**src/verilog/bowling_regs_pkg.sv**
```systemverilog
package bowling_regs_pkg;

  typedef logic [7:0] paddr_t;
  typedef logic [31:0] word_t;

  typedef struct packed {
    logic   psel;
    logic   penable;
    logic   pwrite;
    paddr_t paddr;
    word_t  pwdata;
  } apb_req_t;

  typedef struct packed {
    word_t prdata;
    logic  pready;
    logic  pslverr;
  } apb_rsp_t;

  localparam paddr_t ADDR_LAUNCH = 8'h00;  // write only
  localparam paddr_t ADDR_RACK = 8'h04;    // write only
  localparam paddr_t ADDR_STATUS = 8'h08;  // read only
  localparam paddr_t ADDR_SCORE = 8'h0C;   // read only

  // launch word
  localparam int LAUNCH_X_LSB = 0;
  localparam int LAUNCH_X_MSB = 10;
  localparam int LAUNCH_VX_LSB = 16;
  localparam int LAUNCH_VX_MSB = 19;
  localparam int LAUNCH_VY_LSB = 24;
  localparam int LAUNCH_VY_MSB = 27;

  // status word
  localparam int STATUS_ROLLING_BIT = 0;
  localparam int STATUS_STRIKE_BIT = 1;
  localparam int STATUS_PINS_LSB = 4;
  localparam int STATUS_PINS_MSB = 7;
  localparam int STATUS_MASK_LSB = 16;
  localparam int STATUS_MASK_MSB = 25;

endpackage

```
**src/verilog/bowling_pkg.sv**
```systemverilog
package bowling_pkg;

  localparam int NUM_PINS = 10;

  typedef logic [10:0] coord_x_t;           // lane column in pixels
  typedef logic [9:0] coord_y_t;            // lane row, smaller is further down the lane
  typedef logic signed [3:0] vel_t;         // pixels per step
  typedef logic [NUM_PINS-1:0] pin_mask_t;  // bit set while that pin stands
  typedef logic [3:0] pin_count_t;
  typedef logic [8:0] score_t;

  // lane geometry in pixels
  localparam int LANE_LEFT = 100;
  localparam int LANE_RIGHT = 356;          // box right edge may touch but not pass
  localparam int START_Y = 460;
  localparam int LANE_END_Y = 40;
  localparam int BALL_SIZE = 16;
  localparam int PIN_SIZE = 10;
  localparam int STEP_CYCLES = 4;           // clocks per ball move

  // top-left corners of the rack
  // pin 0 is the head pin nearest the bowler, then rows of 2, 3 and 4
  // further down the lane, each row ordered left to right
  localparam int PIN_X [NUM_PINS] = '{
    235,
    232, 238,
    229, 235, 241,
    226, 232, 238, 244
  };
  localparam int PIN_Y [NUM_PINS] = '{
    150,
    136, 136,
    122, 122, 122,
    108, 108, 108, 108
  };

  typedef struct packed {
    logic     valid;   // one cycle pulse
    coord_x_t x;
    vel_t     vx;
    vel_t     vy;
  } launch_cmd_t;

  typedef struct packed {
    coord_x_t x;
    coord_y_t y;
    logic     moved;   // pulse after each step
    logic     rolling;
    logic     done;    // pulse at roll end
  } ball_state_t;

endpackage
```
**src/verilog/bowling_core.sv**
```systemverilog
`timescale 1ns/10ps
`default_nettype none

module bowling_core (
  input  wire                             clk_in,
  input  wire                             arst_n,
  input  wire bowling_regs_pkg::apb_req_t apb_req,
  output bowling_regs_pkg::apb_rsp_t      apb_rsp
);

  bowling_pkg::launch_cmd_t launch;
  logic rack_clear;
  bowling_pkg::ball_state_t ball;
  bowling_pkg::pin_mask_t standing;
  bowling_pkg::pin_count_t last_pins;
  logic strike;
  bowling_pkg::score_t total;
  logic rolling;  // held until the score is in

  apb_launch_regs u_apb_launch_regs (
    .clk_in     (clk_in),
    .arst_n     (arst_n),
    .apb_req    (apb_req),
    .apb_rsp    (apb_rsp),
    .rolling    (rolling),
    .standing   (standing),
    .last_pins  (last_pins),
    .strike     (strike),
    .total      (total),
    .launch     (launch),
    .rack_clear (rack_clear)
  );

  ball_kinematics u_ball_kinematics (
    .clk_in (clk_in),
    .arst_n (arst_n),
    .launch (launch),
    .ball   (ball)
  );

  // rack follows the ball each step
  pin_rack u_pin_rack (
    .clk_in     (clk_in),
    .arst_n     (arst_n),
    .ball       (ball),
    .rack_clear (rack_clear),
    .standing   (standing)
  );

  roll_scorer u_roll_scorer (
    .clk_in     (clk_in),
    .arst_n     (arst_n),
    .ball       (ball),
    .standing   (standing),
    .rack_clear (rack_clear),
    .last_pins  (last_pins),
    .strike     (strike),
    .total      (total),
    .rolling    (rolling)
  );

endmodule

`default_nettype wire

```
**src/verilog/roll_scorer.sv**
```systemverilog
`timescale 1ns/10ps
`default_nettype none

module roll_scorer (
  input  wire                           clk_in,
  input  wire                           arst_n,
  input  wire bowling_pkg::ball_state_t ball,
  input  wire bowling_pkg::pin_mask_t   standing,
  input  wire                           rack_clear,
  output bowling_pkg::pin_count_t       last_pins,
  output logic                          strike,
  output bowling_pkg::score_t           total,
  output logic                          rolling
);

  bowling_pkg::pin_count_t up_count;
  bowling_pkg::pin_count_t snap_q;   // pins up when the roll started
  bowling_pkg::pin_count_t knocked;
  logic busy_q;
  logic done_q;

  assign up_count = bowling_pkg::pin_count_t'($countones(standing));
  assign knocked = snap_q - up_count;

  // covers the gap between ball done and the score update
  assign rolling = ball.rolling || busy_q;

  always_ff @(posedge clk_in) begin
    if (ball.rolling && !busy_q) snap_q <= up_count;  // first rolling cycle
  end

  always_ff @(posedge clk_in or negedge arst_n) begin
    if (!arst_n) begin
      busy_q <= 1'b0;
      done_q <= 1'b0;
      last_pins <= '0;
      strike <= 1'b0;
      total <= '0;
    end else begin
      done_q <= ball.done;  // last mask update has landed by now

      if (ball.rolling) busy_q <= 1'b1;
      else if (done_q) busy_q <= 1'b0;

      if (rack_clear) begin
        strike <= 1'b0;
        total <= '0;
      end else if (done_q) begin
        last_pins <= knocked;
        strike <= (int'(snap_q) == bowling_pkg::NUM_PINS) &&
                  (int'(knocked) == bowling_pkg::NUM_PINS);
        total <= total + bowling_pkg::score_t'(knocked);
      end
    end
  end

endmodule

`default_nettype wire

```
**src/verilog/pin_rack.sv**
```systemverilog
`timescale 1ns/10ps
`default_nettype none

module pin_rack (
  input  wire                           clk_in,
  input  wire                           arst_n,
  input  wire bowling_pkg::ball_state_t ball,
  input  wire                           rack_clear,
  output bowling_pkg::pin_mask_t        standing
);

  bowling_pkg::pin_mask_t hit;
  logic [bowling_pkg::NUM_PINS-1:0] x_overlap;
  logic [bowling_pkg::NUM_PINS-1:0] y_overlap;

  // box test of the ball against every pin
  always_comb begin
    for (int i = 0; i < bowling_pkg::NUM_PINS; i++) begin
      x_overlap[i] = (int'(ball.x) < bowling_pkg::PIN_X[i] + bowling_pkg::PIN_SIZE) &&
                     (bowling_pkg::PIN_X[i] < int'(ball.x) + bowling_pkg::BALL_SIZE);
      y_overlap[i] = (int'(ball.y) < bowling_pkg::PIN_Y[i] + bowling_pkg::PIN_SIZE) &&
                     (bowling_pkg::PIN_Y[i] < int'(ball.y) + bowling_pkg::BALL_SIZE);
      hit[i] = x_overlap[i] && y_overlap[i];
    end
  end

  always_ff @(posedge clk_in or negedge arst_n) begin
    if (!arst_n) begin
      standing <= '1;
    end else if (rack_clear) begin
      standing <= '1;  // fresh rack
    end else if (ball.moved) begin
      standing <= standing & ~hit;  // fallen pins stay down
    end
  end

  // only a rolling ball takes steps that can knock pins
  assert property (@(posedge clk_in) disable iff (!arst_n)
    ball.moved |-> ball.rolling)
    else $error("ball stepped while not rolling");

endmodule

`default_nettype wire

```
**src/verilog/ball_kinematics.sv**
```systemverilog
`timescale 1ns/10ps
`default_nettype none

module ball_kinematics (
  input  wire                           clk_in,
  input  wire                           arst_n,
  input  wire bowling_pkg::launch_cmd_t launch,
  output bowling_pkg::ball_state_t      ball
);

  typedef enum logic [1:0] {
    IDLE,
    ROLL,
    DONE
  } state_t;

  state_t state;
  logic [$clog2(bowling_pkg::STEP_CYCLES)-1:0] step_cnt;
  logic moved_q;
  logic gutter;
  logic lane_end;
  logic roll_end;
  logic step_fire;

  bowling_pkg::coord_x_t x_q;
  bowling_pkg::coord_y_t y_q;
  bowling_pkg::vel_t vx_q;
  bowling_pkg::vel_t vy_q;

  // only tested on the new position right after a step
  assign gutter = (int'(x_q) < bowling_pkg::LANE_LEFT) ||
                  (int'(x_q) + bowling_pkg::BALL_SIZE > bowling_pkg::LANE_RIGHT);
  assign lane_end = int'(y_q) <= bowling_pkg::LANE_END_Y;
  assign roll_end = moved_q && (gutter || lane_end);

  assign step_fire = (state == ROLL) && !roll_end &&
                     (int'(step_cnt) == bowling_pkg::STEP_CYCLES - 1);

  always_ff @(posedge clk_in or negedge arst_n) begin
    if (!arst_n) begin
      state <= IDLE;
      step_cnt <= '0;
      moved_q <= 1'b0;
    end else begin
      moved_q <= step_fire;
      case (state)
        IDLE: begin
          step_cnt <= '0;
          if (launch.valid) state <= ROLL;
        end
        ROLL: begin
          if (roll_end) state <= DONE;
          else if (step_fire) step_cnt <= '0;
          else step_cnt <= step_cnt + 1'b1;
        end
        default: state <= IDLE;  // DONE lasts one cycle
      endcase
    end
  end

  // position and velocity, loaded at launch
  always_ff @(posedge clk_in) begin
    if ((state == IDLE) && launch.valid) begin
      x_q <= launch.x;
      y_q <= bowling_pkg::coord_y_t'(bowling_pkg::START_Y);
      vx_q <= launch.vx;
      vy_q <= launch.vy;
    end else if (step_fire) begin
      x_q <= x_q + {{7{vx_q[3]}}, vx_q};  // sign extend to 11 bits
      y_q <= y_q - {{6{vy_q[3]}}, vy_q};  // y counts down the lane
    end
  end

  assign ball = '{x: x_q, y: y_q, moved: moved_q,
                  rolling: (state == ROLL), done: (state == DONE)};

  // every step carries the ball further down the lane
  assert property (@(posedge clk_in) disable iff (!arst_n)
    ball.moved |-> (ball.y < $past(ball.y)))
    else $error("ball step did not move down the lane");

endmodule

`default_nettype wire

```
**src/verilog/apb_launch_regs.sv**
```systemverilog
`timescale 1ns/10ps
`default_nettype none

module apb_launch_regs (
  input  wire                            clk_in,
  input  wire                            arst_n,
  input  wire bowling_regs_pkg::apb_req_t apb_req,
  output bowling_regs_pkg::apb_rsp_t     apb_rsp,
  input  wire                            rolling,
  input  wire bowling_pkg::pin_mask_t    standing,
  input  wire bowling_pkg::pin_count_t   last_pins,
  input  wire                            strike,
  input  wire bowling_pkg::score_t       total,
  output bowling_pkg::launch_cmd_t       launch,
  output logic                           rack_clear
);

  logic access;       // APB access phase
  logic addr_known;
  logic launch_bad;   // busy or vy not positive
  logic wr_launch;
  logic wr_rack;
  bowling_pkg::vel_t wr_vy;
  bowling_regs_pkg::word_t status_word;

  logic launch_valid_q;
  bowling_pkg::coord_x_t launch_x_q;
  bowling_pkg::vel_t launch_vx_q;
  bowling_pkg::vel_t launch_vy_q;
  logic rack_clear_q;

  assign access = apb_req.psel && apb_req.penable;
  assign addr_known = apb_req.paddr inside {bowling_regs_pkg::ADDR_LAUNCH,
                                            bowling_regs_pkg::ADDR_RACK,
                                            bowling_regs_pkg::ADDR_STATUS,
                                            bowling_regs_pkg::ADDR_SCORE};

  assign wr_vy = bowling_pkg::vel_t'(
    apb_req.pwdata[bowling_regs_pkg::LAUNCH_VY_MSB:bowling_regs_pkg::LAUNCH_VY_LSB]);

  // one roll at a time, and the ball has to head down the lane
  assign launch_bad = apb_req.pwrite && (apb_req.paddr == bowling_regs_pkg::ADDR_LAUNCH) &&
                      (rolling || (wr_vy == '0) || wr_vy[3]);

  assign wr_launch = access && apb_req.pwrite && !launch_bad &&
                     (apb_req.paddr == bowling_regs_pkg::ADDR_LAUNCH);
  assign wr_rack = access && apb_req.pwrite && (apb_req.paddr == bowling_regs_pkg::ADDR_RACK);

  always_comb begin
    status_word = '0;
    status_word[bowling_regs_pkg::STATUS_ROLLING_BIT] = rolling;
    status_word[bowling_regs_pkg::STATUS_STRIKE_BIT] = strike;
    status_word[bowling_regs_pkg::STATUS_PINS_MSB:bowling_regs_pkg::STATUS_PINS_LSB] = last_pins;
    status_word[bowling_regs_pkg::STATUS_MASK_MSB:bowling_regs_pkg::STATUS_MASK_LSB] = standing;
  end

  always_comb begin
    apb_rsp.pready = 1'b1;  // no wait states
    apb_rsp.pslverr = access && (launch_bad || !addr_known);
    apb_rsp.prdata = '0;
    if (access && !apb_req.pwrite) begin
      case (apb_req.paddr)
        bowling_regs_pkg::ADDR_STATUS: apb_rsp.prdata = status_word;
        bowling_regs_pkg::ADDR_SCORE:  apb_rsp.prdata = bowling_regs_pkg::word_t'(total);
        default:                       apb_rsp.prdata = '0;  // write-only or unmapped
      endcase
    end
  end

  always_ff @(posedge clk_in or negedge arst_n) begin
    if (!arst_n) begin
      launch_valid_q <= 1'b0;
      rack_clear_q <= 1'b0;
    end else begin
      launch_valid_q <= wr_launch;
      rack_clear_q <= wr_rack;
    end
  end

  always_ff @(posedge clk_in) begin
    if (wr_launch) begin
      launch_x_q <= apb_req.pwdata[bowling_regs_pkg::LAUNCH_X_MSB:bowling_regs_pkg::LAUNCH_X_LSB];
      launch_vx_q <= apb_req.pwdata[bowling_regs_pkg::LAUNCH_VX_MSB:bowling_regs_pkg::LAUNCH_VX_LSB];
      launch_vy_q <= wr_vy;
    end
  end

  assign launch = '{valid: launch_valid_q, x: launch_x_q, vx: launch_vx_q, vy: launch_vy_q};
  assign rack_clear = rack_clear_q;

  // a launch only goes out while no roll is in flight
  assert property (@(posedge clk_in) disable iff (!arst_n)
    launch.valid |-> !rolling)
    else $error("launch issued while a roll is in progress");

endmodule

`default_nettype wire

```
**config.mk**
```make
export PLATFORM = sky130hd
export DESIGN_NAME = bowling_core
export DESIGN_NICKNAME = d
export VERILOG_FILES = /design/src/verilog/bowling_regs_pkg.sv /design/src/verilog/bowling_pkg.sv /design/src/verilog/bowling_core.sv /design/src/verilog/roll_scorer.sv /design/src/verilog/pin_rack.sv /design/src/verilog/ball_kinematics.sv /design/src/verilog/apb_launch_regs.sv
export SDC_FILE = /design/constraint.sdc
export NUM_CORES = 1
export LEC_CHECK = 0
export BUFFER_PORTS_ARGS = -buffer_cell sky130_fd_sc_hd__buf_2
export CAP_MARGIN = 20
export CORE_UTILIZATION = 30
export DETAILED_ROUTE_END_ITERATION = 10
export GPL_TIMING_DRIVEN = 0
export PLACE_DENSITY = 0.51
export SYNTH_ARGS = -nofsm -noshare
export SYNTH_HDL_FRONTEND = slang
export SYNTH_SLANG_ARGS = --single-unit
```
**constraint.sdc**
```tcl
create_clock -name clk_in -period 9.5 [get_ports clk_in]
set_clock_uncertainty 0.05 [all_clocks]
set_input_delay 0 -clock clk_in [delete_from_list [all_inputs] [get_ports clk_in]]
set_output_delay 0 -clock clk_in [all_outputs]
set_load 0.01 [all_outputs]
```
# Yosys cells after proc, flatten, opt, wreduce, memory -nomap -nowiden
# Index checks and enable logic that the tools add are counted.
dict set report word_totals {
  register_bits 85
  inputBits 45
  out_inout_bits 34
  wordCells 151
}
dict set report classes {
  add_sub_neg 16
  n_lt_le_gt_ge 25
  n_eq_ne 11
  n_mux 18
  bitwise 3
  n_reduce_logical 59
}
# op n
set ops {}
lappend ops {{9-bit by 32-bit < comparator with 1-bit output, first input constant} 9}
lappend ops {{11-bit by 8-bit < comparator with 1-bit output, second input constant} 7}
lappend ops {{8-bit by 32-bit < comparator with 1-bit output, first input constant} 2}
lappend ops {{26-bit case mux with 2 select lines} 1}
lappend ops {{1-bit logical AND} 36}
lappend ops {{32-bit by 10-bit > comparator with 1-bit output, second input constant} 1}
lappend ops {{32-bit two-way mux} 1}
lappend ops {{10-bit by 8-bit < comparator with 1-bit output, second input constant} 3}
lappend ops {{11-bit two-way mux} 2}
lappend ops {{10-bit two-way mux} 2}
lappend ops {{9-bit two-way mux} 2}
lappend ops {{4-bit adder} 4}
lappend ops {{8-bit by 4-bit == test with 1-bit output, second input constant} 2}
lappend ops {{11-bit by 5-bit adder with 12-bit output, second input constant} 1}
lappend ops {{10-bit by 5-bit adder with 11-bit output, second input constant} 1}
lappend ops {{11-bit adder} 1}
lappend ops {{11-bit by 7-bit < comparator with 1-bit output, second input constant} 1}
lappend ops {{1-bit by 1-bit adder with 2-bit output} 5}
lappend ops {{10-bit AND} 1}
lappend ops {{10-bit by 6-bit <= comparator with 1-bit output, second input constant} 1}
lappend ops {{10-bit by 7-bit < comparator with 1-bit output, second input constant} 1}
lappend ops {{10-bit inverter} 1}
lappend ops {{2-bit nonzero test} 5}
lappend ops {{10-bit subtractor} 1}
lappend ops {{19 further kinds} 41}

# Depth between registers and ports, before layout
# Gate-level depths: netlist of the first run.
dict set report logic_depth {
  word_depth 11
  ltp_mapped 21
  depth_no_buf 21
}

# Modules after synthesis
# Synthesis of the first run repeated with hierarchy kept, for this count alone.
dict set report hier_totals {
  hier_cells 591
  area_unflattened_um2 5823.1
}
# mod n_inst cells_per_inst area_per_inst_um2 seq_area_each_um2
set modules_own_cells {}
lappend modules_own_cells {ball_kinematics 1 227 2214.6 895.9}
lappend modules_own_cells {roll_scorer 1 128 1275.0 520.5}
lappend modules_own_cells {pin_rack 1 141 1168.6 262.8}
lappend modules_own_cells {apb_launch_regs 1 95 1164.9 620.6}

# Least setup slack after synthesis of the first run
# OpenSTA, ideal clock, no wires.
dict set report synth_path {
  path_kind {register to register}
  start {register u_pin_rack.standing[2]}
  end {register u_roll_scorer.total[7]}
  setup_ps 132
  arrival_ps 4599
  required_ps 9318
  slack_ps 4719
  path_stages_with_launch 21
  n_path_buf 0
  synth_period_minus_slack_ps 4781
  path_cell_list {dfstp_2 ha_1 inv_1 fa_1 fa_1 inv_1 fa_1 inv_1 fa_1 ha_1 a21o_1 a21oi_1 xnor2_1 xnor2_1 inv_1 ha_1 nor2b_1 o211a_1 nand3_1 xor2_1 nor2_1}
}
dict set report synth_between {
  elab_chain_cells 8
}
# item line
set synth_lines {}
lappend synth_lines {{start: declaration} pin_rack.sv:9} ;# output bowling_pkg::pin_mask_t standing
lappend synth_lines {{start signal: assignment} pin_rack.sv:33} ;# standing <= standing & ~hit;
lappend synth_lines {{1-bit by 1-bit adder with 2-bit output (implied by the code)} roll_scorer.sv:22} ;# assign up_count = bowling_pkg::pin_count_t'($countones(standing));
lappend synth_lines {{4-bit adder (implied by the code) (3 in a row)} roll_scorer.sv:22}
lappend synth_lines {{4-bit subtractor} roll_scorer.sv:23} ;# assign knocked = snap_q - up_count;
lappend synth_lines {{net u_roll_scorer.knocked[3]} roll_scorer.sv:18} ;# bowling_pkg::pin_count_t knocked;
lappend synth_lines {{9-bit by 4-bit adder with 9-bit output} roll_scorer.sv:52} ;# total <= total + bowling_pkg::score_t'(knocked);
lappend synth_lines {{9-bit two-way mux} roll_scorer.sv:48} ;# end else if (done_q) begin
lappend synth_lines {{9-bit two-way mux} roll_scorer.sv:45} ;# if (rack_clear) begin
lappend synth_lines {{end signal: assignment} roll_scorer.sv:52}
lappend synth_lines {{end: declaration} roll_scorer.sv:12} ;# output bowling_pkg::score_t total,
# The timed path passes the listed nets, and every way through them passes these cells. The select of a mux whose other input is x is not followed.
# A chain may end at the register's enable or synchronous reset.

# Final worst setup path of the first run
dict set report layout_path {
  start {register u_pin_rack.standing[3]}
  end {register u_roll_scorer.total[8]}
}
# Same word-level chain as after synthesis.

==> impl_metrics.toml, run 1 <==
[run_status]
outcome = "completed"

[detailed_routing]
detail-route-antenna-nets = 0
vias_per_cell = 4.84
drt_drc_violations_left = 0
first_pass_iters = 5
routed_wirelength_mm = 13.1
dr.first_iter.drc_count = 236
wl_per_cell_um = 14.1
vias = 4502

[clocking]
htreeDepth = 3
cts_root_buffer = "clkbuf_16"
clock_path_buffers = 2
cts.sink_count = 85
cts_inserted_buffers = 9
tritoncts = "yes"
clock_latency_ns = 0.36
path_clk_slew_ns = 0.07

[place]
dp_cells = 890
place.gp.congestion = 0.824
dp_hpwl_mm = 10.0
place_area_sq_um = 6290
io_buffers = 51
place_ws_ns = 4.37

[die]
core_area_sq_um = 18300
ioPinCount = 79
rows = 49
start_util_pct = 31.1
dieHeight_um = 140
fp.dieArea_sq_um = 19500
die_w_um = 140

[global_routing]
grt_overflow = 0
grt_pass1_wl_mm = 21.8
antenna_found_initial = 0
grt_usage_pct = 14.2
grt_pass1_vias = 4369
grt_max_degree = 34

[timing]
hold_viol_final = 0
rsz0062_at_grt = "false"
timing.final.crit_share_pct = 54.6
slew_headroom_pct = 37.9
setup_violations = 0
tns_ns = 0
final_max_slew_viol_count = 0
worst_slack_ns = 4.31
worst_pin_slew_ns = 0.931
period_needed_ns = 5.19
fmax_ghz = 0.193

[yosys]
syn_area_sq_um = 5690
synth_seq_cells = 85
async_flop_share_pct = 38.8
ys_seq_area_share_pct = 40.4
synth_ff_type = "edfxtp_1"
yosysWarnings = 0
synth_edf_count = 42
syn_inst = 596
postSynthAreaPerCell_sq_um = 9.54
ys_types = 73

[worst_hold_path]
holdPathStages = 2
hp-class = "in -> reg"
whs_endpoint = "u_apb_launch_regs.launch_vy_q[3]"
hold_start = "apb_req[34]"

[final_layout]
fill_cells = 1813
fin_cells = 930
n_antenna_cell = 0
layout-drive-gt1-share_pct = 17.1
design_area_sq_um = 6820
layout_common_cells = "55 x buf_2, 52 x nor2_1, 51 x nand2_1, 51 x inv_1, 45 x ha_1"
layout_commonest_cell = "buf_2"
area.growth.synth_to_final_pct = 19.9
fin_nets = 796

[setup_path]
cp_top_family = "adder cells"
critical_path_buf_inv_count = 4
cp.arrival_ns = 5.36
rr_startpoint = "u_pin_rack.standing[3]"
path_cells = "ha_1 > inv_1 > fa_1 > fa_1 > inv_1 > fa_1 > inv_1 > fa_1 > ha_1 > a21o_1 > a21oi_1 > xnor2_1 > xnor2_1 > inv_1 > ha_1 > o21ai_0 > nand2b_1 > and3_1 > nand4_1 > xor2_1 > nor2_1"
worstSetupPathType = "reg -> reg"
r2r_end = "u_roll_scorer.total[8]"
worstRegToRegCells = 21
path_max_fanout = 3
rrSetupSlack_ns = 4.31
crit_slowest_cell = "dfstp_2"
end_kind = "flop"
slowest_delay_ns = 0.56
cp.required_ns = 9.67
start_kind = "flop"

[job]
cap_violations = 0

[pwr]
ir_drop_mv = 0.106
p_clk_share_pct = 43.8
internal-power_uw = 599
seq_power_share_pct = 50.2
combPwrFrac_pct = 6.1
power.density_nw_per_um2 = 115
p_sw_uw = 182
p_sw_share_pct = 23.3
p_leak_nw = 2.99
through the flow:
step                utilization [%]  hold WS [ns]  power, mW
finish                         37.3        0.0380      0.781
CTS                            37.3        0.0266      0.792
detailed placement             34.4        0.0742      0.440
global placement               34.3        0.0486      0.439
floorplan                         -        -0.346      0.423
global route                   37.3        0.0384      0.812
Yosys cell counts (3+ instances only):
cell type,n,share of area [%]
a22oi_1,5,0.66
ha_1,45,9.9
a211oi_1,6,0.79
and2_1,14,1.5
o21ai_0,24,2.1
inv_1,51,3.4
xnor2_1,11,1.7
clkbuf_1,12,0.79
nor4b_1,3,0.46
and3_1,6,0.66
or2_2,3,0.33
nor3_2,3,0.53
dfrtp_1,23,10
o31ai_1,3,0.40
o21a_1,7,0.92
dfstp_2,10,4.6
nor2_1,52,3.4
nand4_1,4,0.44
dfxtp_1,10,3.5
nor4_1,6,0.66
a21o_1,10,1.3
nand2_1,51,3.4
a211o_1,3,0.46
or4_1,3,0.40
mux2i_1,6,1.1
fa_1,10,3.5
o211ai_1,6,0.79
xor2_1,16,2.5
buf_4,15,2.0
a31oi_1,11,1.2
buf_2,4,0.35
nand3_1,15,1.3
nand2b_1,8,0.88
edfxtp_1,42,22
a21oi_1,34,3.0
nor3_1,13,1.1
nor2b_1,8,0.88
power groups by stage:
stage	Combinational [mW]	Sequential [mW]	Clock [mW]
CTS	0.0481	0.392	0.353
global placement	0.0397	0.399	0
detailed placement	0.0411	0.399	0
floorplan	0.0255	0.398	0
global route	0.0544	0.392	0.366
finish	0.0474	0.392	0.342
metal layers:
layer / routed length [um] / part of all wire (%) / GRT usage, % / up-vias
li1: - / - / - / 2279
met1: 6180 / 47 / 18.3 / 2115
met2: 6190 / 47 / 23.4 / 94
met3: 554 / 4.2 / 2.96 / 14
met4: 189 / 1.4 / 4.92 / 0
met5: 0 / 0 / 0 / -
worst max-delay path by stage:
stage / startpoint / end / slack, ns / cells past startpoint
floorplan: u_pin_rack.standing[2] / u_roll_scorer.total[7] / 4.72 / 20
global placement: u_pin_rack.standing[3] / u_roll_scorer.total[8] / 4.39 / 21
detailed placement: u_pin_rack.standing[3] / u_roll_scorer.total[8] / 4.37 / 21
CTS: u_pin_rack.standing[3] / u_roll_scorer.total[8] / 4.31 / 21
global route: u_pin_rack.standing[3] / u_roll_scorer.total[8] / 3.94 / 21
finish: u_pin_rack.standing[3] / u_roll_scorer.total[8] / 4.31 / 21
state kept, by name, summed over array words and instances (netlist names), 2 cells and up:
register	cells
u_ball_kinematics.vy_q	4
u_ball_kinematics.state	2
u_roll_scorer.snap_q	4
u_roll_scorer.last_pins	4
u_apb_launch_regs.launch_x_q	11
u_roll_scorer.total	9
u_apb_launch_regs.launch_vy_q	4
u_pin_rack.standing	10
u_ball_kinematics.vx_q	4
u_ball_kinematics.y_q	10
u_apb_launch_regs.launch_vx_q	4
u_ball_kinematics.step_cnt	2
u_ball_kinematics.x_q	11
kinds of logic after synthesis:
kind of cell    count (synthesis)  synth area share, %
flops                          85                 40.4
xor+xnor                       27                 4.16
simple gates                  199                 17.6
other cells                     2                0.132
fa+ha+maj                      55                 13.4
compound gates                135                 15.9
buf+inv                        85                 6.84
mux                             8                 1.52
layout make-up:
class	instances	area, sq um	share of cell area [%]
Multi-Input combinational cell	438	3050	44.7
Sequential cell	85	2300	33.7
Timing Repair Buffer	77	510	7.49
Tap cell	229	287	4.20
Clock buffer	10	239	3.51
Inverter	52	195	2.86
Buffer	33	194	2.85
Clock inverter	6	43.8	0.642
repair_timing:
| item | in CTS | in global routing |
|---|---|---|
| endpoints found under the hold margin | 44 | 0 |
| hold buffers | 24 | 0 |
| setup buffers | 0 | 0 |
| resized for setup | 0 | 0 |
No activity file was read; power rests on OpenSTA's default activity.
==> inputs of run 2 (changes only) <==
--- a/config.mk
+++ b/config.mk
@@ -10,7 +10,7 @@
 export CORE_UTILIZATION = 30
 export DETAILED_ROUTE_END_ITERATION = 10
 export GPL_TIMING_DRIVEN = 0
-export PLACE_DENSITY = 0.51
+export PLACE_DENSITY = 0.53
 export SYNTH_ARGS = -nofsm -noshare
 export SYNTH_HDL_FRONTEND = slang
 export SYNTH_SLANG_ARGS = --single-unit
==> constraint.sdc (replaced) <==
create_clock -name clk_in -period 4.53 [get_ports clk_in]
set_clock_uncertainty 0.05 [all_clocks]
set_input_delay 0 -clock clk_in [delete_from_list [all_inputs] [get_ports clk_in]]
set_output_delay 0 -clock clk_in [all_outputs]
set_load 0.01 [all_outputs]
==> run 2 against run 1 <==
Net effect: via count increased by 2.4%; the flow now finishes with violations (setup timing); total power rose by 110%; highest routed layer unchanged; core utilization increased by 0.75 points; register-to-register slack worse by 4.5 ns; sequential power increased by 110%; critical path depth fell by 1.
==> impl_metrics.toml, run 2 (synthesis results as in run 1) <==
[die]
start_util_pct = 31.1
dieHeight_um = 140
rows = 49
core_area_sq_um = 18300
ioPinCount = 79
die_w_um = 140
fp.dieArea_sq_um = 19500

[timing]
hold_viol_final = 0
final_max_slew_viol_count = 0
worst_pin_slew_ns = 0.936
fin_hold_ws_ns = 0.0283
timing.final.crit_share_pct = 105
setup_violations = 5
slew_headroom_pct = 37.6
fmax_ghz = 0.210
rsz0062_at_grt = "true"
period_needed_ns = 4.76
worst_slack_ns = -0.232

[final_layout]
layout_common_cells = "55 x buf_2, 52 x nor2_1, 51 x nand2_1, 45 x inv_1"
design_area_sq_um = 6950
area.growth.synth_to_final_pct = 22.3
layout_commonest_cell = "buf_2"
n_antenna_cell = 0
layout-drive-gt1-share_pct = 20.4
fin_cells = 939
top_regs = "u_apb_launch_regs.launch_x_q (11), u_ball_kinematics.x_q (11)"
fin_nets = 805
fill_cells = 1838
fin_util_pct = 38.1

[setup_path]
cp.required_ns = 4.70
path_max_fanout = 3
cp.arrival_ns = 4.93
rr_startpoint = "u_pin_rack.standing[3]"
end_kind = "flop"
worstSetupPathType = "reg -> reg"
crit_start = "u_pin_rack.standing[3]"
start_kind = "flop"

[run_status]
violations = "setup timing"
outcome = "complete, but fails checks"

[job]
cap_violations = 0

[worst_hold_path]
hp-class = "in -> reg"
hold_start = "apb_req[34]"

[pwr]
seq_power_share_pct = 50.2
ir_drop_mv = 0.154
p_leak_nw = 3.04
internal-power_mw = 1.26
p_sw_share_pct = 22.9
p_sw_uw = 375
combPwrFrac_pct = 6.6
p_clk_share_pct = 43.2
power.density_nw_per_um2 = 235

[global_routing]
grt_pass1_wl_mm = 22.7
grt_usage_pct = 14.7
grt_overflow = 0
antenna_found_initial = 0
grt_max_degree = 34
grt_pass1_vias = 4563

[detailed_routing]
vias_per_cell = 4.91
wl_per_cell_um = 14.3
drt_drc_violations_left = 0
first_pass_iters = 4
detail-route-antenna-nets = 0
vias = 4612
dr.first_iter.drc_count = 220
routed_wirelength_mm = 13.4

[clocking]
path_clk_slew_ns = 0.07
cts_root_buffer = "clkbuf_16"
clock_latency_ns = 0.35
cts_inserted_buffers = 9
htreeDepth = 3
tritoncts = "yes"
clock_path_buffers = 2
cts.sink_count = 85

[place]
dp_hpwl_mm = 10.1
place.gp.congestion = 0.785
place_area_sq_um = 6310
io_buffers = 51
dp_cells = 890
[run 2: metal layers]
metal | routed length [um] | GRT usage (%)
met5 | 0 | 0
met4 | 235 | 5.73
met3 | 616 | 2.75
met2 | 6330 | 24.5
met1 | 6210 | 18.7
[run 2: path summary, 6_finish.rpt]
| path | to | slack, ns | cells after the start |
|---|---|---|---|
| min in group asynchronous | u_roll_scorer.total[3] | 0.19 | 2 |
| hold / removal | u_apb_launch_regs.launch_vx_q[1] | 0.03 | 2 |
| setup reg to reg | u_roll_scorer.total[7] | -0.23 | 20 |
| setup / recovery | u_roll_scorer.total[7] | -0.23 | 20 |
| max in group asynchronous | u_ball_kinematics.step_cnt[1] | 3.75 | 2 |
| hold reg to reg | u_ball_kinematics.vx_q[2] | 0.37 | 0 |
[run 2: final cells by class]
cell class              count  area (sq um)  share of cell area [%]
inverters                  52           195                    2.81
clock buffers              10           239                    3.44
repair buffers             86           578                    8.31
plain buffers              33           194                    2.79
multi-input cells         438          3120                    44.8
clock inverters             6          42.5                   0.612
flip-flops and latches     85          2300                    33.1
well taps                 229           287                    4.12
[run 2: power groups by stage]
stage	Clock [mW]	Sequential, mW	Combinational, mW
6_report	0.708	0.821	0.108
5_1_grt	0.765	0.822	0.121
4_1_cts	0.739	0.821	0.108
3_5_place_dp	0	0.837	0.0882
3_3_place_gp	0	0.837	0.0848
2_1_floorplan	0	0.835	0.0539
[run 2: what timing repair did]
action / in CTS / in global routing
gates resized for setup: 11 / 1
setup buffers: 8 / 1
hold buffers: 24 / 0
setup endpoints to repair: 6 / 6
pin swaps: 9 / 0
hold endpoints to repair: 46 / 0
[run 2: worst max-delay path: stages (launching register included)]
cell     delay (ns)
dfstp_2        0.57
ha_4           0.20
inv_2          0.05
fa_1           0.43
fa_1           0.49
inv_1          0.05
fa_2           0.34
inv_2          0.06
fa_1           0.44
ha_1           0.29
a21o_1         0.16
a21oi_2        0.17
xnor2_2        0.14
xnor2_2        0.15
inv_2          0.08
ha_4           0.25
nor2b_1        0.13
o211a_1        0.26
nand3_1        0.11
xor2_1         0.15
nor2_1         0.05
[run 2: metrics by stage]
step                      power, mW  setup slack, ns  TNS [ns]
after floorplan               0.888          -0.0595   -0.0983
after global placement        0.921           -0.442     -7.47
after detailed placement      0.925           -0.456     -1.88
after CTS                      1.67           -0.217    -0.710
after global routing           1.71           -0.398     -1.76
final                          1.64           -0.232    -0.765
==> inputs of run 3 (changes only) <==
--- a/config.mk
+++ b/config.mk
@@ -7,10 +7,12 @@
 export LEC_CHECK = 0
 export BUFFER_PORTS_ARGS = -buffer_cell sky130_fd_sc_hd__buf_2
 export CAP_MARGIN = 20
+export CORE_MARGIN = 2
 export CORE_UTILIZATION = 30
 export DETAILED_ROUTE_END_ITERATION = 10
 export GPL_TIMING_DRIVEN = 0
 export PLACE_DENSITY = 0.53
+export RECOVER_POWER = 25
 export SYNTH_ARGS = -nofsm -noshare
 export SYNTH_HDL_FRONTEND = slang
 export SYNTH_SLANG_ARGS = --single-unit
==> run 3 against run 2 <==
Net effect: the flow finishes with violations (capacitance limit, slew limit, setup timing); hold slack improved by 0.021 ns; non-clock buffer count rose by 1; global-route usage fell by 0.58 points; core utilization fell by 0.55 points; critical path type unchanged; highest routed layer unchanged.
==> impl_metrics.toml, run 3 (synthesis results as in run 1) <==
[run_status]
outcome = "complete, but fails checks"
violations = "capacitance limit, slew limit, setup timing"

[global_routing]
grt_overflow = 0
grt_pass1_vias = 4602
grt_max_degree = 34
antenna_found_initial = 0
grt_usage_pct = 14.1
grt_pass1_wl_mm = 22.6

[job]
cap_violations = 1

[die]
ioPinCount = 79
core_area_sq_um = 18600
die_w_um = 142
rows = 50
fp.dieArea_sq_um = 20100
dieHeight_um = 142
start_util_pct = 30.5

[clocking]
clock_latency_ns = 0.35
clock_path_buffers = 2
cts_inserted_buffers = 9
tritoncts = "yes"
htreeDepth = 3
cts.sink_count = 85
cts_root_buffer = "clkbuf_16"
path_clk_slew_ns = 0.06

[pwr]
p_leak_nw = 3.04
p_total_mw = 1.69
ir_drop_mv = 0.161
power.density_nw_per_um2 = 242

[timing]
final_max_slew_viol_count = 34
timing.final.crit_share_pct = 106
fin_hold_ws_ns = 0.0490
period_needed_ns = 4.80
rsz0062_at_grt = "true"
fmax_ghz = 0.208
setup_violations = 5
hold_viol_final = 0
worst_pin_slew_ns = 1.82
worst_slack_ns = -0.269
slew_headroom_pct = -21.4

[final_layout]
top_regs = "u_apb_launch_regs.launch_x_q (11), u_ball_kinematics.x_q (11)"
layout-drive-gt1-share_pct = 19.7
layout_common_cells = "52 x nor2_1, 51 x buf_2, 50 x nand2_1, 48 x inv_1"
area.growth.synth_to_final_pct = 23.0
fin_cells = 945
fill_cells = 1885
layout_commonest_cell = "nor2_1"
fin_util_pct = 37.5
fin_nets = 806
n_antenna_cell = 0
design_area_sq_um = 6990

[worst_hold_path]
hp-class = "in -> reg"

[place]
dp_hpwl_mm = 10.2
io_buffers = 51
place.gp.congestion = 0.847
place_area_sq_um = 6320
dp_cells = 895

[detailed_routing]
vias_per_cell = 4.87
dr.first_iter.drc_count = 266
drt_drc_violations_left = 0
first_pass_iters = 5
detail-route-antenna-nets = 0
vias = 4602
routed_wirelength_mm = 13.5
wl_per_cell_um = 14.3

[setup_path]
path_max_fanout = 3
start_kind = "flop"
path_cells = "ha_4 > inv_2 > fa_1 > fa_1 > inv_1 > fa_2 > inv_2 > fa_1 > ha_1 > a21o_1 > a21oi_2 > xnor2_1 > xnor2_1 > buf_4 > inv_2 > ha_4 > nor2b_4 > o211a_1 > nand3_1 > xor2_1 > nor2_1"
worstSetupPathType = "reg -> reg"
crit_slowest_cell = "dfstp_2"
end_kind = "flop"
slowest_delay_ns = 0.56
cp.arrival_ns = 4.95
cp.required_ns = 4.68
[run 3: repair_timing]
action | CTS | global route
pin swaps | 7 | 3
endpoints found under the setup margin | 6 | 6
resized for setup | 7 | 6
hold buffers | 24 | 0
setup buffers | 9 | 1
endpoints found under the hold margin | 44 | 0
[run 3: through the flow]
stage	worst slack [ns]	TNS [ns]
global placement	-0.438	-7.78
CTS	-0.251	-0.924
finish	-0.269	-0.966
floorplan	-0.0595	-0.0983
global route	-0.517	-2.39
detailed placement	-0.430	-1.71
[run 3: worst paths after layout]
kind	startpoint	endpoint	slack (ns)	depth (start not counted)
worst max register to register	u_pin_rack.standing[2]	u_roll_scorer.total[7]	-0.27	21
max in group asynchronous	arst_n	u_ball_kinematics.moved_q	2.74	2
worst min-delay path	apb_req[34]	u_apb_launch_regs.launch_x_q[1]	0.05	2
worst min register to register	u_apb_launch_regs.launch_vx_q[1]	u_ball_kinematics.vx_q[1]	0.37	0
min in group asynchronous	arst_n	u_roll_scorer.total[3]	0.62	2
worst max-delay path	u_pin_rack.standing[2]	u_roll_scorer.total[7]	-0.27	21
[run 3: layout make-up]
type	instances	area [sq um]	share of cell area (%)
inverter	52	195	2.79
buffer	33	194	2.77
timing repair buffer	87	584	8.36
tap	234	293	4.19
sequential	85	2300	32.9
multi-input combinational	438	3120	44.6
clock inverter	7	80.1	1.15
clock buffer	9	225	3.22
[run 3: report_power, final]
| part | total [mW] | switching [mW] | internal, mW |
|---|---|---|---|
| logic | 0.105 | 0.0508 | 0.0545 |
| clock network | 0.766 | 0.330 | 0.436 |
| registers | 0.821 | 0.00624 | 0.815 |
| total | 1.69 | 0.387 | 1.31 |
[run 3: per-layer routing]
| layer | routed length (um) | global-route usage (%) | up-vias |
|---|---|---|---|
| met5 | 0 | 0 | - |
| met4 | 184 | 4.84 | 0 |
| met3 | 496 | 2.19 | 10 |
| met2 | 6560 | 24.1 | 96 |
| met1 | 6300 | 18.2 | 2202 |
| li1 | - | - | 2294 |
[run 3: worst max-delay path, delay by kind of cell, from the launching register on]
family | cells | cell delay [ns]
XOR/XNOR | 3 | 0.42
AO/OA/AOI/OAI | 3 | 0.55
flip-flops | 1 | 0.56
buffers and inverters | 5 | 0.34
AND/OR/NAND/NOR | 3 | 0.29
adder cells (fa/ha/maj) | 7 | 2.44
